**src/cameraPkg.sv**
```systemverilog
`default_nettype none

package cameraPkg;

   localparam logic [7:0] sensorAddr = 8'h6C;  // write address, read bit added by the engine
   localparam logic [15:0] idReg = 16'h300B;
   localparam logic [7:0] expectedId = 8'h88;

   // gap between pointer write and ID read
   localparam int idGapLen = 3;

   // addr field value that turns an entry into a wait
   localparam logic [7:0] delayMarker = 8'hAA;

   typedef struct packed {
      logic [7:0] addr;   // slave address or delayMarker
      logic [15:0] ptr;   // register pointer
      logic [7:0] data;   // register value, or wait length for a delay entry
   } scriptEntryT;

   localparam int scriptLen = 13;

   typedef logic [3:0] scriptIdxT;

   typedef enum logic [3:0] {
      stIdPtr,       // issue pointer write to the ID register
      stIdPtrWait,
      stIdGap,
      stIdRead,      // issue one byte read
      stIdReadWait,
      stFetch,       // ROM lookup in flight
      stDecode,
      stWriteWait,
      stDelay,
      stNext,
      stReleased
   } seqStateE;

endpackage

`default_nettype wire

```
**src/initScriptRom.sv**
```systemverilog
`default_nettype none

module initScriptRom
   import cameraPkg::*;
(
   input wire logic CLK_400K,
   input wire scriptIdxT idx,
   output scriptEntryT entry   // one cycle after idx
);

   function automatic scriptEntryT wr(input logic [15:0] ptr, input logic [7:0] value);
      scriptEntryT e;
      e.addr = sensorAddr;
      e.ptr = ptr;
      e.data = value;
      return e;
   endfunction

   function automatic scriptEntryT dly(input logic [7:0] cycles);
      scriptEntryT e;
      e.addr = delayMarker;
      e.ptr = 16'h0000;
      e.data = cycles;
      return e;
   endfunction

   always_ff @(posedge CLK_400K) begin
      case (idx)
         4'd0: entry <= wr(16'h0103, 8'h01);    // software reset
         4'd1: entry <= dly(8'd10);
         4'd2: entry <= wr(16'h0100, 8'h00);    // standby
         4'd3: entry <= wr(16'h0302, 8'h18);    // pll multiplier
         4'd4: entry <= wr(16'h0303, 8'h00);
         4'd5: entry <= wr(16'h0304, 8'h03);    // pll mipi divider
         4'd6: entry <= wr(16'h3018, 8'h72);    // four mipi lanes
         4'd7: entry <= wr(16'h3808, 8'h02);    // x size high
         4'd8: entry <= wr(16'h3809, 8'h80);
         4'd9: entry <= wr(16'h380A, 8'h01);    // y size high
         4'd10: entry <= wr(16'h380B, 8'hE0);   // 640x480 output
         4'd11: entry <= dly(8'd10);
         4'd12: entry <= wr(16'h0100, 8'h01);   // streaming
         default: entry <= dly(8'd0);           // past the end, harmless
      endcase
   end

endmodule

`default_nettype wire

```
**config.mk**
```make
export PLATFORM = sky130hd
export DESIGN_NAME = initScriptRom
export DESIGN_NICKNAME = d
export VERILOG_FILES = /design/src/cameraPkg.sv /design/src/initScriptRom.sv
export SDC_FILE = /design/constraint.sdc
export NUM_CORES = 1
export LEC_CHECK = 0
export BUFFER_PORTS_ARGS = -buffer_cell sky130_fd_sc_hd__buf_2
export CAP_MARGIN = 15
export CELL_PAD_IN_SITES_DETAIL_PLACEMENT = 2
export CELL_PAD_IN_SITES_GLOBAL_PLACEMENT = 2
export CORE_UTILIZATION = 26
export DETAILED_ROUTE_END_ITERATION = 12
export PLACE_DENSITY_LB_ADDON = 0.1
export SLEW_MARGIN = 20
export SYNTH_ARGS = -nofsm -noshare
export SYNTH_HDL_FRONTEND = slang
export SYNTH_SLANG_ARGS = --single-unit
export TNS_END_PERCENT = 30
```
**constraint.sdc**
```tcl
create_clock -name CLK_400K -period 1.1 [get_ports CLK_400K]
set_input_delay 0.11 -clock CLK_400K [delete_from_list [all_inputs] [get_ports CLK_400K]]
set_output_delay 0.11 -clock CLK_400K [all_outputs]
set_load 0.01 [all_outputs]
```
# After elaboration in Yosys (flattened, before gate mapping)
# Memories as Yosys holds them, arrays and structs flattened. A register that Yosys moved wholly into a read port is not among the register bits.
# Cells that the tools add are included.
[totals]
latchBits = 0
word_cells = 4
in_bits = 5
mem_bits_rw = 0
rom_bits = 336
reg_bits = 32
out_inout_bits = 32
memories = 1
[mem_list]
columns = ["name", "words", "width", "read_ports", "rd_clocked_by_memory_dff", "write_ports", "line_no", "rtl"]
rows = [
  ["(name not given)", 16, 21, 1, 1, 0, "initScriptRom.sv:28", "case (idx)"],
]
[classes]
n_shift = 0
div = 0
n_addsub = 0
magnitude_cmp = 0
n_eq_ne = 0
bitwise_logic = 0
mux = 0
n_reduce_logical = 0
multipliers = 0

# Depth between registers and ports, before layout
# Gate-level depths: netlist of the first run.
[logic_depth]
ltp_word = 0
mapped_depth = 4

# Least setup slack after synthesis of the first run
# OpenSTA, ideal clock, no wires.
[synth_timing]
kind = "input port to flip-flop"
startpoint = "input idx[2]"
endpoint = "register entry[0] (netlist name)"
setup_slack_ps = 252
t_arrival_ps = 727
required_ps = 979
n_path_buf = 1
stages = 3
path_cell_list = "buf_4 -> xnor2_2 -> mux2_4"
[synth_rtl]
columns = ["item", "line_no", "rtl"]
rows = [
  ["from (decl)", "initScriptRom.sv:7", "input wire scriptIdxT idx,"],
]

==> results.yml, run 1 <==
floorplan:
  io_pins: 37
  initial_utilization: 0.284
  num_rows: 19
  fp.dieW_um: 58.1
  core_area_um2: 2880
  die_area_um2: 3370
  die_h_um: 58.1
critical_path:
  slowest_delay_ns: 0.34
  cp.arrival_ns: 0.76
  slowest_stage: "dfxtp_1"
  cp-end-kind: "primary output"
  critPathTopFamily: "flip-flops"
  worstPathRequired_ns: 0.99
  criticalPathCategory: "reg2out"
  path_cells: "buf_2"
  cp_num_buf_inv: 1
  worstSetupStartpointType: "register"
  critPathMaxFanout: 3
pwr:
  p_int_mw: 0.923
  seqPwrFrac: 0.498
  total_power_mw: 1.26
  swShare: 0.269
  pwr-share-comb: 0.192
  p_per_area_nw_per_um2: 1340
  pwr-share-clk: 0.309
  ir_drop_v: 0.000376
  leakage_nw: 0.487
  power.switching_mw: 0.339
detailed_routing:
  wl_met3_um: 94
  wl_per_cell_um: 11.3
  vias: 571
  wirelength_um: 1630
  wirelength_met1_um: 721
  detail_route.iter0.violations: 7
  firstDrtPassIters: 8
  via_per_inst: 3.94
  drc: 3
  route.met2.wl_um: 794
  top_layer_used: "met4"
  ant_nets: 0
synthesis:
  synth_cell_types: 24
  synth_edf_count: 0
  yosysWarnings: 0
  ys_seq_elements: 16
  synth_async_sr_flop_share: 0
  seq_area_frac_synth: 0.392
  synth_commonest_cells: "18 x buf_4, 16 x dfxtp_1, 7 x ha_1, 4 x mux2i_1, 4 x nand2b_1"
  synth_area_um2: 817
  yosysMostFrequentCell: "buf_4"
  yosys.area.top_type: "dfxtp_1"
  syn_avg_cell_area_um2: 10.2
  synth_ff_type: "dfxtp_1"
  syn_inst: 80
  synth_top_area_share: 0.392
  synth_area_leaders: "dfxtp_1 39%, buf_4 17%, ha_1 11%, mux2i_1 4.9%, nand2b_1 3.1%"
cells_and_area:
  drive_above_1_share: 0.350
  final_cells: 145
  area_growth_pct: 15.6
  nets: 116
  top_regs: "entry x16"
  antenna_cells: 0
  final_area_um2: 945
  regMostFlops: "entry"
  final_util: 0.328
  fillers: 341
  largest_register_ff_count: 16
clocking:
  hold_buffers: 0
  clockBufferDepth: 2
  numCtsBuffers: 3
  clockRootBuffer: "clkbuf_4"
  cts_tree: "yes"
  post_cts_buffers: 0
  cts_resized: 0
  cts.reportedPaths.clkPinSlew_ns: 0.10
  htree_levels: 1
  cts_sinks: 16
sta:
  finalCriticalPeriod_ns: 0.868
  max_freq_mhz: 1150
  whs_ns: 0.110
  fin_ws_ns: 0.232
  rsz0062_at_grt: "false"
  finalSetupViolCount: 0
  hold_viol: 0
  timing.final.crit_share: 0.789
  final_max_slew_viol_count: 0
  fin_setup_tns_ns: 0
flow_run:
  cap_violations: 0
min_path:
  holdCritPathClass: "in2reg"
  whs_endpoint: "entry[7]$_SDFF_PN0_"
  worstHoldStart: "idx[0]"
  hold-path-cell-count: 2
run_status:
  violations: "DRC"
  status: "complete, but fails checks"
global_routing:
  grt_usage: 0.103
  grt_max_degree: 15
  grt_pass1_vias: 547
  grt.overflow.total: 0
  antenna_found_initial: 0
  grt_pass1_wl_um: 2550
placement:
  gp_congestion: 0.689
  place_area_um2: 908
  io_buffers: 25
  pre_cts_slack_ns: 0.0215
  hpwl_um: 1290
  dp_cells: 141
==> cell usage in the layout, fill, tap and decap left out <==
cell type / netlist / routed
a211oi_1: 1 / 1
a21oi_1: 1 / 1
a31o_1: 1 / 1
and2_1: 2 / 2
buf_2: 0 / 25
buf_4: 18 / 5
clkbuf_4: 0 / 3
clkbuf_8: 0 / 1
conb_1: 2 / 11
dfxtp_1: 16 / 16
ha_1: 7 / 7
inv_1: 3 / 3
mux2_4: 1 / 1
mux2i_1: 4 / 4
nand2_1: 2 / 2
nand2b_1: 4 / 4
nand3b_1: 1 / 1
nor2_1: 3 / 3
nor2b_1: 2 / 2
nor3_1: 1 / 1
o21ai_0: 1 / 1
o22a_1: 1 / 1
o22ai_1: 3 / 3
o2bb2ai_1: 2 / 2
xnor2_2: 1 / 1
xor2_1: 1 / 1
==> layout make-up <==
type | count | area [µm²] | area share
inverter | 3 | 11.3 | 0.0119
sequential | 16 | 320 | 0.339
timing repair buffer | 30 | 163 | 0.172
tap | 42 | 52.6 | 0.0556
clock buffer | 4 | 36.3 | 0.0384
multi-input combinational | 50 | 362 | 0.383
==> how the worst max path moves through the flow <==
stage	from	endpoint	cells past startpoint
3_3_place_gp	idx[0]	entry[30]$_DFF_P_	4
2_1_floorplan	idx[2]	entry[0]$_DFF_P_	3
6_report	entry[21]$_DFF_P_	entry[11]	1
5_1_grt	entry[21]$_DFF_P_	entry[20]	1
3_5_place_dp	idx[0]	entry[16]$_DFF_P_	5
4_1_cts	entry[21]$_DFF_P_	entry[11]	1
==> cells by family after synthesis <==
| logic type | share of synthesized area |
|---|---|
| muxes | 0.0674 |
| and+or+nand+nor | 0.0995 |
| xor gates and xnor gates | 0.0306 |
| DFF | 0.392 |
| other | 0.00919 |
| adders and majority gates | 0.107 |
| buffers and inverters | 0.207 |
| AOI/OAI and AO/OA | 0.0873 |
==> metal layers <==
metal  GRT usage  up-vias
li1            -      278
met1       0.124      268
met2       0.171       23
met3      0.0134        2
met4      0.0714        0
met5           0        -
==> power groups by stage <==
stage / Clock (mW) / Combinational, mW / Sequential, mW
finish: 0.390 / 0.243 / 0.629
global route: 0.434 / 0.269 / 0.634
CTS: 0.410 / 0.248 / 0.631
detailed placement: 0 / 0.246 / 0.644
global placement: 0 / 0.243 / 0.643
floorplan: 0 / 0.177 / 0.667
Note: power is estimated with default switching activity, not from simulation.
==> run 2: changes to the inputs <==
==> constraint.sdc (replaced) <==
create_clock -name CLK_400K -period 0.8 [get_ports CLK_400K]
set_input_delay 0.08 -clock CLK_400K [delete_from_list [all_inputs] [get_ports CLK_400K]]
set_output_delay 0.08 -clock CLK_400K [all_outputs]
set_load 0.01 [all_outputs]
==> run 2 against run 1 <==
The run ends with DRC, setup timing left; global-route usage up 0.89 points; die area unchanged; total power up 44%; combinational power up 63%; final area up 13%; worst hold slack worse by 0.029 ns; largest power group unchanged.
==> results.yml, run 2 (synthesis results as in run 1) <==
critical_path:
  path_cells: "buf_2"
  cp-startpoint: "entry[30]$_DFF_P_"
  criticalPathCategory: "reg2out"
  cp-end-kind: "primary output"
  cp_num_buf_inv: 1
  critPathTopFamily: "flip-flops"
  cp.arrival_ns: 0.75
  worstPathRequired_ns: 0.72
  slowest_delay_ns: 0.33
  worstSetupStartpointType: "register"
  slowest_stage: "dfxtp_2"
  critPathMaxFanout: 2
  path_depth: 1
  crit_end: "entry[26]"
floorplan:
  die_h_um: 58.1
  initial_utilization: 0.284
  die_area_um2: 3370
  fp.dieW_um: 58.1
  core_area_um2: 2880
  num_rows: 19
  io_pins: 37
sta:
  timing.final.crit_share: 1.03
  rsz0062_at_grt: "true"
  final_max_slew_viol_count: 0
  hold_viol: 0
  fin_ws_ns: -0.0262
  finalSetupViolCount: 12
  max_freq_mhz: 1210
  finalCriticalPeriod_ns: 0.826
clocking:
  cts_tree: "yes"
  htree_levels: 1
  numCtsBuffers: 3
  cts_sinks: 16
  clockBufferDepth: 2
  cts.reportedPaths.clkPinSlew_ns: 0.10
  clockRootBuffer: "clkbuf_4"
detailed_routing:
  via_per_inst: 3.86
  drc: 4
  firstDrtPassIters: 8
  ant_nets: 0
  vias: 599
  detail_route.iter0.violations: 9
  wl_per_cell_um: 11.3
  wirelength_um: 1750
flow_run:
  cap_violations: 0
run_status:
  violations: "DRC, setup timing"
  status: "complete, but fails checks"
cells_and_area:
  final_util: 0.371
  final_area_um2: 1070
  top_regs: "entry x16"
  layout_commonest_cell: "buf_2"
  drive_above_1_share: 0.478
  nets: 126
  regMostFlops: "entry"
  largest_register_ff_count: 16
  antenna_cells: 0
  area_growth_pct: 30.6
  mostFrequentLayoutCells: "19 x buf_2, 15 x buf_4, 11 x conb_1, 8 x dfxtp_1, 8 x dfxtp_2"
pwr:
  pwr-share-comb: 0.218
  ir_drop_v: 0.000467
  swShare: 0.267
  leakage_nw: 0.545
  p_int_mw: 1.33
  pwr-share-clk: 0.299
  power.switching_mw: 0.486
  p_per_area_nw_per_um2: 1700
  seqPwrFrac: 0.483
min_path:
  holdCritPathClass: "in2reg"
global_routing:
  grt.overflow.total: 0
  grt_pass1_vias: 570
  grt_usage: 0.112
  grt_pass1_wl_um: 2660
  grt_max_degree: 10
  antenna_found_initial: 0
placement:
  hpwl_um: 1420
  place_area_um2: 983
  gp_congestion: 0.678
  io_buffers: 25
run 2: cell type report:
type                       instances  area, µm²
multi-input combinational         50        362
tap                               42       52.6
fill                             340       1810
inverter                           3       11.3
sequential                        16        330
timing repair buffer              40        275
clock buffer                       4       36.3
run 2: per-layer routing:
layer  GRT usage  wire length (µm)
met5           0                 0
met4      0.0816                34
met3      0.0201                93
met2       0.179               860
met1       0.135               763
run 2: timing repair:
action	4_1_cts	5_1_grt
gates resized for setup	7	7
hold buffers	0	0
endpoints found under the setup margin	21	21
setup buffers	0	0
run 2: how the worst min path moves through the flow:
stage	start	to	slack, ns	cells past startpoint
global placement	idx[0]	entry[7]$_SDFF_PN0_	0.36	2
global route	idx[0]	entry[7]$_SDFF_PN0_	0.07	2
CTS	idx[0]	entry[7]$_SDFF_PN0_	0.07	2
detailed placement	idx[0]	entry[7]$_SDFF_PN0_	0.37	2
floorplan	idx[0]	entry[7]$_SDFF_PN0_	0.15	1
finish	idx[0]	entry[7]$_SDFF_PN0_	0.08	2
run 2: metrics by stage:
| stage | setup slack (ns) | total power [mW] | instances | setup TNS (ns) | hold WS [ns] |
|---|---|---|---|---|---|
| after floorplan | 0.00616 | 1.16 | 89 | 0 | 0.152 |
| after global placement | -0.201 | 1.26 | 151 | -1.70 | 0.361 |
| after detailed placement | -0.238 | 1.26 | 151 | -2.03 | 0.372 |
| after CTS | -0.0398 | 1.83 | 155 | -0.498 | 0.0698 |
| after global routing | -0.0870 | 1.94 | 155 | -1.21 | 0.0687 |
| final | -0.0262 | 1.82 | 155 | -0.202 | 0.0808 |
run 2: power groups by stage:
stage,Sequential (mW),Combinational [mW],Clock [mW]
floorplan,0.918,0.244,0
global placement,0.883,0.374,0
detailed placement,0.887,0.377,0
CTS,0.875,0.391,0.567
global route,0.884,0.432,0.622
finish,0.877,0.396,0.543
==> run 3: changes to the inputs <==
--- a/config.mk
+++ b/config.mk
@@ -11,7 +11,8 @@
 export CELL_PAD_IN_SITES_GLOBAL_PLACEMENT = 2
 export CORE_UTILIZATION = 26
 export DETAILED_ROUTE_END_ITERATION = 12
-export PLACE_DENSITY_LB_ADDON = 0.1
+export PLACE_DENSITY = 0.82
+export REMOVE_ABC_BUFFERS = 1
 export SLEW_MARGIN = 20
 export SYNTH_ARGS = -nofsm -noshare
 export SYNTH_HDL_FRONTEND = slang
==> run 3 against run 2 <==
The run still ends with DRC, setup timing left; final cell count is 2.6% lower; first-iteration DRC count is 11% higher; non-clock buffer count is 4 lower; fmax is 0.11% higher; die area stayed put; setup slack better by 0.00093 ns; global-route usage is 0.15 points higher; sequential share of layout area is 0.73 points higher; critical endpoint is now entry[30].
==> results.yml, run 3 (synthesis results as in run 1) <==
run_status:
  status: "complete, but fails checks"
  violations: "DRC, setup timing"
critical_path:
  cp_num_buf_inv: 1
  cp-end-kind: "primary output"
  critPathMaxFanout: 2
  cp.arrival_ns: 0.75
  slowest_delay_ns: 0.33
  slowest_stage: "dfxtp_2"
  worstSetupStartpointType: "register"
  critPathTopFamily: "flip-flops"
  path_cells: "buf_2"
  criticalPathCategory: "reg2out"
  worstPathRequired_ns: 0.72
detailed_routing:
  vias: 594
  wl_per_cell_um: 12.0
  wirelength_um: 1820
  via_per_inst: 3.93
  detail_route.iter0.violations: 10
  firstDrtPassIters: 10
  ant_nets: 0
  drc: 4
clocking:
  cts_tree: "yes"
  htree_levels: 1
  numCtsBuffers: 3
  cts.reportedPaths.clkPinSlew_ns: 0.10
  hold_buffers: 0
  clockBufferDepth: 2
  clockRootBuffer: "clkbuf_4"
  cts_sinks: 16
cells_and_area:
  area_growth_pct: 26.6
  fillers: 322
  final_cells: 151
  nets: 122
  antenna_cells: 0
  largest_register_ff_count: 16
  mostFrequentLayoutCells: "21 x buf_2, 11 x conb_1, 10 x dfxtp_1, 10 x buf_4, 7 x ha_1"
  drive_above_1_share: 0.440
  regMostFlops: "entry"
  top_regs: "entry x16"
  layout_commonest_cell: "buf_2"
min_path:
  worstHoldStart: "idx[2]"
  holdCritPathClass: "in2reg"
  hold-path-cell-count: 2
  whs_endpoint: "entry[9]$_DFF_P_"
global_routing:
  grt_pass1_wl_um: 2870
  grt.overflow.total: 0
  grt_usage: 0.114
  antenna_found_initial: 0
  grt_max_degree: 16
  grt_pass1_vias: 609
floorplan:
  fp.dieW_um: 58.1
  die_h_um: 58.1
  io_pins: 37
  core_area_um2: 2880
  initial_utilization: 0.284
  num_rows: 19
  die_area_um2: 3370
placement:
  gp_congestion: 0.743
  hpwl_um: 1450
  pre_cts_slack_ns: -0.202
  dp_cells: 147
  io_buffers: 25
pwr:
  seqPwrFrac: 0.488
  pwr-share-comb: 0.217
  leakage_nw: 0.527
  power.switching_mw: 0.478
  p_int_mw: 1.32
  swShare: 0.266
  ir_drop_v: 0.000403
  pwr-share-clk: 0.295
  p_per_area_nw_per_um2: 1740
sta:
  timing.final.crit_share: 1.03
  fin_setup_tns_ns: -0.204
  whs_ns: 0.0588
  rsz0062_at_grt: "true"
  max_freq_mhz: 1210
  finalCriticalPeriod_ns: 0.825
  final_max_slew_viol_count: 0
  finalSetupViolCount: 13
  hold_viol: 0
  fin_ws_ns: -0.0252
flow_run:
  cap_violations: 0
run 3: cell count changes in the layout (fill, tap and decap cells not counted):
cell,previous run,this run
buf_4,15,10
dfxtp_2,8,6
buf_12,0,1
dfxtp_1,8,10
buf_2,19,21
buf_6,6,4
run 3: layout make-up:
cell class                 count  area [µm²]  area share
multi-input combinational     50         362       0.349
clock buffer                   4        36.3      0.0351
sequential                    16         328       0.317
inverter                       3        11.3      0.0109
timing repair buffer          36         245       0.237
tap                           42        52.6      0.0508
run 3: per-layer routing:
layer / GRT usage / up-vias / share of wire
li1: - / 292 / -
met1: 0.132 / 278 / 0.41
met2: 0.202 / 24 / 0.52
met3: 0.0290 / 0 / 0.064
met4: 0.0408 / 0 / 0
met5: 0 / - / 0
run 3: power groups by stage:
stage               sequential, mW  clock, mW  combinational [mW]
finish                       0.877      0.531               0.390
global route                 0.881      0.605               0.425
CTS                          0.873      0.559               0.386
detailed placement           0.887          0               0.373
global placement             0.885          0               0.353
floorplan                    0.929          0               0.131
run 3: through the flow:
step | power (mW) | utilization | area (µm²)
floorplan | 1.06 | - | 693
global placement | 1.24 | 0.336 | 966
global route | 1.91 | 0.360 | 1030
detailed placement | 1.26 | 0.336 | 966
CTS | 1.82 | 0.355 | 1020
finish | 1.80 | 0.360 | 1030
run 3: worst max-delay path by stage:
| stage | startpoint | to | slack, ns | depth (start not counted) |
|---|---|---|---|---|
| 2_1_floorplan | idx[0] | entry[16]$_DFF_P_ | 0.03 | 4 |
| 3_3_place_gp | idx[0] | entry[0]$_DFF_P_ | -0.15 | 4 |
| 3_5_place_dp | idx[1] | entry[16]$_DFF_P_ | -0.20 | 5 |
| 4_1_cts | entry[25]$_DFF_P_ | entry[25] | -0.04 | 1 |
| 5_1_grt | entry[25]$_DFF_P_ | entry[25] | -0.07 | 1 |
| 6_report | entry[30]$_DFF_P_ | entry[30] | -0.03 | 1 |
run 3: repair_timing:
item	CTS	global route
setup buffers	0	0
setup endpoints to repair	21	21
resized for setup	6	4
