--- src/cameraPkg.sv ---
`default_nettype none

package cameraPkg;

   localparam logic [7:0] sensorAddr = 8'h6C;  // write address, read bit added by the engine
   localparam logic [15:0] idReg = 16'h300B;
   localparam logic [7:0] expectedId = 8'h88;

   // gap between pointer write and ID read
   localparam int idGapLen = 3;

   // addr field value that turns an entry into a wait
   localparam logic [7:0] delayMarker = 8'hAA;

   typedef struct packed {
      logic [7:0] addr;   // slave address or delayMarker
      logic [15:0] ptr;   // register pointer
      logic [7:0] data;   // register value, or wait length for a delay entry
   } scriptEntryT;

   localparam int scriptLen = 13;

   typedef logic [3:0] scriptIdxT;

   typedef enum logic [3:0] {
      stIdPtr,       // issue pointer write to the ID register
      stIdPtrWait,
      stIdGap,
      stIdRead,      // issue one byte read
      stIdReadWait,
      stFetch,       // ROM lookup in flight
      stDecode,
      stWriteWait,
      stDelay,
      stNext,
      stReleased
   } seqStateE;

endpackage

`default_nettype wire

--- src/i2cPkg.sv ---
`default_nettype none

package i2cPkg;

   // one command per start strobe
   typedef enum logic [1:0] {
      opWritePtr = 2'd0, // address, pointer high, pointer low
      opReadByte = 2'd1, // address with read bit, one byte in, NACK
      opWriteReg = 2'd2  // address, pointer high, pointer low, data
   } i2cOpE;

   localparam int byteW = 8;
   localparam int ptrW = 16;

   // four clock cycles per SCL bit, 400 kHz in gives 100 kHz on the bus
   localparam int phasesPerBit = 4;
   localparam int phaseW = $clog2(phasesPerBit);

   // quarters of one bit slot
   localparam logic [phaseW-1:0] phSetup = phaseW'(0);                 // scl low, sda moves
   localparam logic [phaseW-1:0] phRise = phaseW'(1);                  // scl released
   localparam logic [phaseW-1:0] phSample = phaseW'(2);                // scl high, sda sampled
   localparam logic [phaseW-1:0] phFall = phaseW'(phasesPerBit - 1);   // scl pulled low

endpackage

`default_nettype wire
--- src/i2cCmdIf.sv ---
`default_nettype none

interface i2cCmdIf
   import i2cPkg::*;
();

   logic start;                  // one cycle pulse
   i2cOpE op;
   logic [byteW-1:0] slaveAddr;  // 8-bit write address
   logic [ptrW-1:0] regPtr;
   logic [byteW-1:0] wrData;

   logic done;                   // one cycle pulse
   logic [byteW-1:0] rdData;     // valid from done until the next start
   logic nack;                   // valid with done

   modport seqSide (
      output start,
      output op,
      output slaveAddr,
      output regPtr,
      output wrData,
      input done,
      input rdData,
      input nack
   );

   modport engineSide (
      input start,
      input op,
      input slaveAddr,
      input regPtr,
      input wrData,
      output done,
      output rdData,
      output nack
   );

endinterface

`default_nettype wire

--- src/cameraInitSequencer.sv ---
`default_nettype none

module cameraInitSequencer
   import i2cPkg::*;
   import cameraPkg::*;
(
   input wire logic CLK_400K,
   input wire logic RESET_N,
   i2cCmdIf.seqSide cmd,
   output scriptIdxT scriptIdx,
   input wire scriptEntryT entry,
   output logic [byteW-1:0] sensorId,
   output logic cameraReleased
);

   seqStateE state;
   logic [7:0] waitCnt;   // id gap and delay entries
   logic isDelay;

   assign isDelay = (entry.addr == delayMarker);

   always_ff @(posedge CLK_400K) begin
      if (!RESET_N) begin
         state <= stIdPtr;
         cmd.start <= 1'b0;
         scriptIdx <= '0;
         waitCnt <= 8'd0;
         sensorId <= '0;
         cameraReleased <= 1'b0;
      end else begin
         cmd.start <= 1'b0;
         case (state)
            stIdPtr: begin
               cmd.start <= 1'b1;
               state <= stIdPtrWait;
            end
            stIdPtrWait: begin
               if (cmd.done) begin
                  waitCnt <= 8'd0;
                  state <= cmd.nack ? stIdPtr : stIdGap;
               end
            end
            stIdGap: begin
               waitCnt <= waitCnt + 8'd1;
               if (waitCnt == 8'(idGapLen)) begin
                  state <= stIdRead;
               end
            end
            stIdRead: begin
               cmd.start <= 1'b1;
               state <= stIdReadWait;
            end
            stIdReadWait: begin
               if (cmd.done) begin
                  if (!cmd.nack) begin
                     sensorId <= cmd.rdData;
                  end
                  if (cmd.nack || cmd.rdData != expectedId) begin
                     state <= stIdPtr;   // whole ID check again
                  end else begin
                     scriptIdx <= '0;
                     state <= stFetch;
                  end
               end
            end
            stFetch: begin
               state <= stDecode;   // entry valid next cycle
            end
            stDecode: begin
               if (isDelay) begin
                  waitCnt <= 8'd0;
                  state <= stDelay;
               end else begin
                  cmd.start <= 1'b1;
                  state <= stWriteWait;
               end
            end
            stWriteWait: begin
               if (cmd.done) begin
                  state <= cmd.nack ? stDecode : stNext;   // same entry again on nack
               end
            end
            stDelay: begin
               if (waitCnt == entry.data) begin
                  state <= stNext;
               end else begin
                  waitCnt <= waitCnt + 8'd1;
               end
            end
            stNext: begin
               if (scriptIdx == scriptIdxT'(scriptLen - 1)) begin
                  cameraReleased <= 1'b1;
                  state <= stReleased;
               end else begin
                  scriptIdx <= scriptIdx + 1'b1;
                  state <= stFetch;
               end
            end
            default: begin
               cameraReleased <= 1'b1;
            end
         endcase
      end
   end

   // command fields, loaded with the start strobe and held until done
   always_ff @(posedge CLK_400K) begin
      if (state == stIdPtr) begin
         cmd.op <= opWritePtr;
         cmd.slaveAddr <= sensorAddr;
         cmd.regPtr <= idReg;
      end else if (state == stIdRead) begin
         cmd.op <= opReadByte;
      end else if (state == stDecode && !isDelay) begin
         cmd.op <= opWriteReg;
         cmd.slaveAddr <= entry.addr;
         cmd.regPtr <= entry.ptr;
         cmd.wrData <= entry.data;
      end
   end

   releaseSticky: assert property (@(posedge CLK_400K) disable iff (!RESET_N)
      cameraReleased |=> cameraReleased);

endmodule

`default_nettype wire

--- src/flat_wrapper.sv ---
// flat-port wrapper written by rule: the top's interface ports become plain ports
module cameraInitSequencer_flat import i2cPkg::*; import cameraPkg::*;
  (CLK_400K, RESET_N, scriptIdx, entry, sensorId, cameraReleased, cmd_start, cmd_op, cmd_slaveAddr, cmd_regPtr, cmd_wrData, cmd_done, cmd_rdData, cmd_nack);
  i2cCmdIf cmd_i ();
  input wire logic CLK_400K;
  input wire logic RESET_N;
  output scriptIdxT scriptIdx;
  input wire scriptEntryT entry;
  output logic [byteW-1:0] sensorId;
  output logic cameraReleased;
  output wire logic [$bits(cmd_i.start)-1:0] cmd_start;
  output wire logic [$bits(cmd_i.op)-1:0] cmd_op;
  output wire logic [$bits(cmd_i.slaveAddr)-1:0] cmd_slaveAddr;
  output wire logic [$bits(cmd_i.regPtr)-1:0] cmd_regPtr;
  output wire logic [$bits(cmd_i.wrData)-1:0] cmd_wrData;
  input wire logic [$bits(cmd_i.done)-1:0] cmd_done;
  input wire logic [$bits(cmd_i.rdData)-1:0] cmd_rdData;
  input wire logic [$bits(cmd_i.nack)-1:0] cmd_nack;
  assign cmd_start = cmd_i.start;
  assign cmd_op = cmd_i.op;
  assign cmd_slaveAddr = cmd_i.slaveAddr;
  assign cmd_regPtr = cmd_i.regPtr;
  assign cmd_wrData = cmd_i.wrData;
  assign cmd_i.done = cmd_done;
  assign cmd_i.rdData = cmd_rdData;
  assign cmd_i.nack = cmd_nack;
  cameraInitSequencer u_core (.CLK_400K(CLK_400K), .RESET_N(RESET_N), .cmd(cmd_i), .scriptIdx(scriptIdx), .entry(entry), .sensorId(sensorId), .cameraReleased(cameraReleased));
endmodule
--- config.mk ---
export PLATFORM = sky130hd
export DESIGN_NAME = cameraInitSequencer_flat
export DESIGN_NICKNAME = d
export VERILOG_FILES = /design/src/cameraPkg.sv /design/src/i2cPkg.sv /design/src/i2cCmdIf.sv /design/src/cameraInitSequencer.sv /design/src/flat_wrapper.sv
export SDC_FILE = /design/constraint.sdc
export NUM_CORES = 1
export LEC_CHECK = 0
export ABC_AREA = 1
export BUFFER_PORTS_ARGS = -buffer_cell sky130_fd_sc_hd__buf_2
export CORE_MARGIN = 2
export CORE_UTILIZATION = 54
export CTS_CLUSTER_DIAMETER = 200
export DETAILED_ROUTE_END_ITERATION = 10
export GPL_TIMING_DRIVEN = 0
export HOLD_SLACK_MARGIN = 0.02
export PLACE_DENSITY = 0.85
export SLEW_MARGIN = 20
export SYNTH_ARGS = -nofsm -noshare
export SYNTH_HDL_FRONTEND = slang
export SYNTH_SLANG_ARGS = --single-unit
export TNS_END_PERCENT = 5
--- constraint.sdc ---
create_clock -name CLK_400K -period 4.4 [get_ports CLK_400K]
set_input_delay 0.88 -clock CLK_400K [delete_from_list [all_inputs] [get_ports CLK_400K]]
set_output_delay 0.88 -clock CLK_400K [all_outputs]
set_load 0.05 [all_outputs]
---- Yosys cells after proc, flatten, opt, wreduce, memory -nomap -nowiden ----
Cells that the tools add are included.
word-level totals
  output and inout bits ................... 48
  logic and storage cells ................. 83
  register bits ........................... 60
operators by class
  add/sub/neg operators ................... 2
  bitwise logic cells ..................... 4
  reductions and logical operators ........ 17
  equality and inequality tests ........... 24
  mux-type cells .......................... 25
operators by type and width
  kind                   count
  $mux W4                11
  $pmux W4 S10           1
  $pmux W8 S4            1
  $mux W8                3
  $eq A4 B3 Y1 const B   4
  $eq A4 B4 Y1 const B   3
  $ne A2 B2 Y1 const B   6
  $reduce_bool A10 Y1    1
  $reduce_or A9 Y1       1
  $add A8 B1 Y8 const B  1
  $eq A4 B2 Y1 const B   2
  $eq A8 B2 Y1 const B   1
  $eq A8 B8 Y1           1
  $eq A8 B8 Y1 const B   1
  $ne A2 B1 Y1 const B   4
  $ne A8 B8 Y1 const B   1
  $pmux W4 S2            1
  $reduce_and A4 Y1      2
  $reduce_and A3 Y1      2
  $reduce_and A6 Y1      1
  $add A4 B1 Y4 const B  1
  $eq A4 B1 Y1 const B   1
  $logic_not A4 Y1       1
  $mux W1                4
  11 further kinds       17

---- Longest topological paths before layout ----
Gate-level depths: netlist of run 1.
  depth after elaboration ................. 5
  mapped depth ............................ 11
  mapped depth without buffers ............ 11

---- Least setup slack after synthesis of run 1 ----
No wires, ideal clock.
  path kind ............................... reg2reg
  start ................................... register u_core.scriptIdx[0]
  end ..................................... register u_core.scriptIdx[1]
  buffers on the path ..................... 0
  arrival time ............................ 1795 ps
  setup time .............................. 128 ps
  slack ................................... 2477 ps
  cell stages (with the launch flop) ...... 10
  cell sequence ........................... dfxtp_1 inv_1 ha_1 and3_1 nor2_1 inv_1 o21ai_2 nand2_1 a22oi_1 nor2_1
on the way
  longest elaborated chain between the ends .. 3
  elaborated cells on any way between the ends .. 6
  classes of those cells .................. 1 x add/sub; 2 x eq/ne; 2 x mux; 1 x reduce/logical
ends and longest elaborated chain
  what                                                     RTL line                                              text
  from (decl)                                              cameraInitSequencer.sv:10                             output scriptIdxT scriptIdx,
  from (signal assigned)                                   cameraInitSequencer.sv:95                             scriptIdx <= scriptIdx + 1'b1;
  $add A4 B1 Y4 / $eq A4 B4 Y1 (equally long branches)     cameraInitSequencer.sv:95, cameraInitSequencer.sv:91
  $mux W4 / $ne A2 B2 Y1 (equally long branches)           n/a
  $pmux W4 S2 / $reduce_and A4 Y1 (equally long branches)  n/a
Several ways; a longest one is shown, not always the timed one. The select of a mux whose other input is x is not followed.
A chain may end at the register's enable or synchronous reset.

---- Worst setup path in the final report of run 1 ----
  start ................................... register u_core.scriptIdx[2]
  end ..................................... output port scriptIdx[2]
RTL lines
  what       RTL line           text
  to (decl)  flat_wrapper.sv:7  output scriptIdxT scriptIdx;
No word-level cell between the ends.

==> results of run 1 <==
[report_power, final]
group / leakage (nW) / switching (W) / total [W] / internal [W]
clock: 0.109 / 0.000214 / 0.000526 / 0.000312
combinational: 1.08 / 0.000328 / 0.000504 / 0.000176
sequential: 0.493 / 0.0000401 / 0.000635 / 0.000595
[routing by layer]
layer / up-vias / routed length (um) / track usage [%]
met1: 1231 / 2780 / 28.1
met2: 87 / 3280 / 41.2
met3: 15 / 380 / 8.60
li1: 1353 / - / -
met5: - / 0 / 0
met4: 0 / 121 / 9.36
[flip-flops by register name, summed over array words and instances, names as in the netlist]
| signal | flops |
|---|---|
| u_core.state | 4 |
| u_core.scriptIdx | 4 |
| u_core.cmd.regPtr | 16 |
| u_core.cmd.wrData | 8 |
| u_core.cmd.start | 1 |
| u_core.waitCnt | 8 |
| u_core.cmd.op | 2 |
| u_core.sensorId | 8 |
| u_core.cameraReleased | 1 |
| u_core.cmd.slaveAddr | 8 |
[per-stage QoR]
step	util, %	cells	instance area (um^2)	hold slack [ns]
floorplan	-	353	2770	0.465
global placement	65.7	514	3310	0.431
detailed placement	65.7	514	3310	0.436
CTS	70.0	530	3530	0.446
global route	70.0	530	3530	0.470
finish	70.0	530	3530	0.448
[logic make-up after synthesis]
logic type | Yosys count | synth area share [%]
AOI/OAI and AO/OA | 61 | 14.0
adders and majority gates | 3 | 1.36
and+or+nand+nor | 162 | 26.5
buffers and inverters | 57 | 8.72
DFF | 60 | 46.3
xor gates and xnor gates | 10 | 3.16
[worst register-to-register path: stages, from the launching register on]
cell	delay, ns
dfxtp_1	0.40
inv_1	0.08
ha_1	0.20
and3_1	0.19
nor2_1	0.23
inv_1	0.12
o21ai_2	0.10
nand2_1	0.15
a22oi_1	0.17
nor2_1	0.05
[area by class of cell]
class | count | area share [%]
sequential | 60 | 36.3
multi-input combinational | 236 | 35.4
timing repair buffer | 91 | 12.9
inverter | 47 | 5.07
clock buffer | 13 | 4.82
tap | 70 | 2.48
buffer | 10 | 1.77
clock inverter | 3 | 1.24
[synth_stat cells, types with 3 or more instances]
cell type,count
o22a_1,7
ha_1,3
nor2_1,38
inv_2,6
nand3_2,3
xnor2_1,6
edfxtp_1,8
nand2_1,76
nand3_1,18
a22o_1,13
buf_2,5
nor3_1,3
inv_1,40
nand2_2,4
nor2_2,5
xor2_1,4
nand4_1,8
dfxtp_1,52
o21ai_0,13
a21oi_1,25
[final timing paths]
kind	startpoint	end	slack (ns)	cells after the start
worst max register to register	u_core.scriptIdx[0]	u_core.scriptIdx[1]	2.57	9
worst min register to register	u_core.sensorId[6]	u_core.sensorId[6]	0.45	2
worst max-delay path	u_core.scriptIdx[2]	scriptIdx[2]	2.49	1
worst min-delay path	u_core.sensorId[6]	u_core.sensorId[6]	0.45	2
==> metrics.md, run 1 <==
| Metric | Value |
|---|---|
| Port Buffers | 91 |
| Register area | 0.00128 mm^2 |
| Dpl hpwl | 4870 um |
| Post-Place Worst Slack | 2.16 ns |
| HP Class | register to register |
| Max-slew violations | 0 |
| Leading area contributor after synthesis | dfxtp_1 |
| Number of synthesized flops with an enable pin | 8 |
| # diodes | 0 |
| Post-Synthesis Cell Area | 0.00277 mm^2 |
| Post-synthesis register bit count | 60 |
| Worst Path Arrival | 1.03 ns |
| Tcrit/Tclk final | 43.3% |
| Initial antenna violation count | 0 |
| Sequential area share after synthesis | 46.3% |
| Cells along the critical path | buf_2 |
| Clock Path Buffers | 2 |
| Setup TNS | 0 ns |
| Die area | 0.00572 mm^2 |
| All-layer global routing usage | 24.3% |
| Final setup fails | 0 |
| Status | completed |
| Die W | 75.6 um |
| Clock Pin Slew Worst Setup and Hold Paths | 0.06 ns |
| Ys Warns | 0 |
| First-pass GRT wire length | 10400 um |
| Maxcap violations | 0 |
| Mapped Nets | 400 |
| Iteration-0 DRC Markers | 154 |
| Nets | 502 |
| Io pins | 92 |
| Most frequent cells in the layout | 96 x buf_2, 76 x nand2_1, 52 x dfxtp_1 |
| CTS sink cnt | 60 |
| Critical path type | register to primary output |
| Hold_buf cts | 0 |
| Post-CTS Resized | 0 |
| Top delay family on crit path | flip-flops |
| Routed Antenna Nets | 0 |
| Std cell rows | 26 |
| Synth Flop Type | dfxtp_1 |
| Power Dens Cells | 472 mW/mm^2 |
| DR pass1 iterations | 4 |
| Initial Util | 54.9% |
| Clk_skew | 0.00677 ns |
| Power Total | 0.00167 W |
| Area Growth Syn to Fin | 27.3% |
| Commonest non-fill, non-tap cell in the layout | buf_2 |
| RSZ-0062 raised after global routing | no |
| Synth top area share | 37.6% |
| Clk_lat worst skew | 0.34 ns |
| Clock root cell | clkbuf_8 |
| Drt via density | 5.07 |
| Worst Max-Slew Pin Slew | 0.493 ns |
| Die Height | 75.6 um |
| Fmax | 0.524 GHz |
| Leakage | 1.68 nW |
| Pin count of the biggest net entering global routing | 18 |
| Fillers | 432 |
| H-tree depth | 3 |
| CTS tree | built |
| Grt total ovfl | 0 |
| Netlist cell types | 32 |
| Critical path's slowest cell | dfxtp_1 |
| CP Capture Type | primary output |
| Area of the core | 0.00504 mm^2 |
| Mapped Cells | 353 |
| GPL Wtd Cong | 0.929 |
| Post-CTS Repair Setup Buffers | 0 |
| Crit Path Max Fanout | 5 |
| Post-detailed-route wirelength per cell | 12.4 um |
| Nature of the critical path startpoint | register |
| Final min period | 1.91 ns |
| Vias in the first global route | 2425 |
| Avg Cell Area, Syn | 7.85 um^2 |
| Clock buffer count from CTS | 9 |
| Share of cells above drive strength 1 | 30.0% |
| Critical Path Max Stage Delay | 0.40 ns |
| Post-Route WL | 6560 um |
| Area of the multi-input gates | 0.00125 mm^2 |
| # DRC | 0 |
| CP bufs+invs | 1 |
| Slew margin rel. | 67.1% |
| Fin. Hold Viols | 0 |
| Worst-case vdd ir drop | 297 uV |
| Async set-reset flop share out of synthesis | 0% |
| Area contributors post-synth | dfxtp_1 38%, nand2_1 10%, edfxtp_1 8.7% |
| Via count | 2686 |
| Critical Path RT | 3.52 ns |
| Final worst setup slack | 2.49 ns |
Note: power is estimated with default switching activity, not from simulation.
==> run 2: changes to the inputs <==
Settings changed: CORE_UTILIZATION 54 to 50, PLACE_DENSITY 0.85 to 0.79.
Clock period 4.4 ns to 1.9 ns, I/O delays scaled along.
==> run 2 against run 1 <==
Register-to-register slack got worse by 2.4 ns. Worst setup slack got worse by 2.3 ns. Via count fell by 0.93%. Largest cell class unchanged. Largest power group unchanged. Highest routed layer unchanged.
==> metrics.md, run 2 (synthesis gave the netlist of run 1 again) <==
| Metric | Value |
|---|---|
| Largest Register | u_core.cmd.regPtr |
| Leakage | 1.67 nW (-0.58%) |
| Tcrit/Tclk final | 91.5% |
| Share of cells above drive strength 1 | 30.9% (+0.87 points) |
| Slew margin rel. | 69.0% (+1.9 points) |
| Worst Max-Slew Pin Slew | 0.465 ns (-0.0278 ns) |
| Fin. Hold Viols | 0 (unchanged) |
| Final core occ | 64.7% (-5.3 points) |
| RR Endpoint | u_core.cmd.wrData[5] |
| All-layer global routing usage | 21.8% (-2.4 points) |
| First-pass GRT wire length | 10600 um (+2.3%) |
| Vias in the first global route | 2479 (+2.2%) |
| Worst Path Arrival | 1.76 ns (+0.73 ns) |
| Routed Antenna Nets | 0 (unchanged) |
| Max reg flops | 16 (unchanged) |
| Max layer used | met4 |
| Pin count of the biggest net entering global routing | 18 (unchanged) |
| R2R setup slack | 0.16 ns (-2.41 ns) |
| Final min period | 1.74 ns |
| Post-Route WL | 6290 um (-4.1%) |
| Final instance area | 0.00352 mm^2 (-0.25%) |
| Cell Area, Placed | 0.00332 mm^2 (+0.11%) |
| CP Capture Point | u_core.cmd.wrData[5] |
| Post-Place Worst Slack | 0.108 ns (-2.05 ns) |
| Initial antenna violation count | 0 (unchanged) |
| Met1 WL | 2670 um (-3.6%) |
| Post-detailed-route wirelength per cell | 11.8 um (-4.4%) |
| Die area | 0.00615 mm^2 (+7.6%) |
| Crit Path Max Fanout | 17 (+12) |
| H-tree depth | 3 (unchanged) |
| Clock root cell | clkbuf_8 |
| Power Total | 0.00374 W (+120%) |
| Via count | 2661 (-0.93%) |
| Commonest non-fill, non-tap cell in the layout | buf_2 |
| Iteration-0 DRC Markers | 132 (-14%) |
| Final worst setup slack | 0.161 ns (-2.33 ns) |
| CP Capture Type | register |
| Grt total ovfl | 0 (unchanged) |
| Setup TNS | 0 ns (unchanged) |
| Drt via density | 5.00 (-1.3%) |
| Max-slew violations | 0 (unchanged) |
| Critical Path RT | 1.93 ns (-1.59 ns) |
| Clock buffer count from CTS | 9 (unchanged) |
| CP startpoint | u_core.state[1] |
| Fmax | 0.575 GHz |
| Worst-case vdd ir drop | 660 uV (+120%) |
| Routed met2 length | 3060 um (-6.7%) |
| # diodes | 0 (unchanged) |
| Final setup fails | 0 (unchanged) |
| Maxcap violations | 0 (unchanged) |
| Area Growth Syn to Fin | 27.0% |
| Length of routed met3 wiring | 438 um (+15%) |
| Clock Pin Slew Worst Setup and Hold Paths | 0.06 ns (about the same) |
| Status | completed |
| Power Dens Cells | 1060 mW/mm^2 (+130%) |
| Clk_lat worst skew | 0.33 ns (about the same) |
| Clk_skew | 0.00408 ns (-0.00269 ns) |
| # DRC | 0 (unchanged) |
| DR pass1 iterations | 5 (+1) |
| Most frequent cells in the layout | 95 x buf_2, 76 x nand2_1, 51 x dfxtp_1 |
| CTS sink cnt | 60 (unchanged) |
| Critical path type | register to register |
| Area of the core | 0.00544 mm^2 (+7.9%) |
| Port Buffers | 91 (unchanged) |
| RSZ-0062 raised after global routing | no |
| CTS tree | built |
| HP Class | input port to register |
| Crit Reg-Reg Startpoint | u_core.state[1] |
| Nets | 502 (unchanged) |
| Std cell rows | 27 (+3.8%) |
| Nature of the critical path startpoint | register |
| Worst-case reg-to-reg path depth | 7 (-2) |
| Io pins | 92 (unchanged) |
| Die W | 78.4 um (+3.7%) |
| Dpl hpwl | 4790 um (-1.8%) |
| Die Height | 78.4 um (+3.7%) |
| GPL Wtd Cong | 0.928 (-0.12%) |
| Clock Path Buffers | 2 (unchanged) |
| Initial Util | 50.9% (-4.0 points) |
| Hold_buf cts | 0 (unchanged) |
## run 2: layout make-up
class | count | area [um^2]
clock buffers | 11 | 141
inverters | 47 | 179
plain buffers | 10 | 65.1
repair buffers | 91 | 455
clock inverters | 5 | 52.6
fillers | 473 | 1920
multi-input cells | 236 | 1250
flip-flops and latches | 60 | 1280
well taps | 72 | 90.1
## run 2: report_power, final
part / switching (W) / total, W / internal, W
Sequential: 0.0000917 / 0.00147 / 0.00138
Clock: 0.000486 / 0.00112 / 0.000634
Combinational: 0.000743 / 0.00115 / 0.000410
Total: 0.00132 / 0.00374 / 0.00242
## run 2: critical path: stages (launching register included)
cell and delay [ns]:
dfxtp_1 0.48, inv_2 0.07, nor2_2 0.12, nand2_1 0.11
inv_1 0.13, nand2_4 0.12, inv_4 0.13, clkbuf_4 0.27
## run 2: worst min path at each step
stage | endpoint | slack, ns | cells past startpoint | from
after floorplan | u_core.waitCnt[4] | 0.47 | 2 | u_core.waitCnt[4]
after global placement | u_core.sensorId[2] | 0.43 | 2 | u_core.sensorId[2]
after detailed placement | u_core.sensorId[1] | 0.44 | 2 | u_core.sensorId[1]
after CTS | u_core.cmd.wrData[7] | 0.23 | 1 | entry[7]
after global routing | u_core.cmd.wrData[7] | 0.22 | 1 | entry[7]
final | u_core.cmd.wrData[7] | 0.24 | 1 | entry[7]
## run 2: per-stage QoR
step / std cells / hold WS (ns)
6_report: 532 / 0.244
5_1_grt: 532 / 0.216
4_1_cts: 532 / 0.227
3_5_place_dp: 516 / 0.438
3_3_place_gp: 516 / 0.431
2_1_floorplan: 353 / 0.465
## run 2: timing repair
| item | CTS | global route |
|---|---|---|
| setup buffers | 0 | 0 |
| endpoints found under the setup margin | 0 | 11 |
| resized for setup | 0 | 3 |
## run 2: layer usage
layer	vias up	GRT usage [%]
met4	0	8.25
met5	-	0
met3	13	7.93
met2	94	37.4
li1	1354	-
met1	1200	24.9
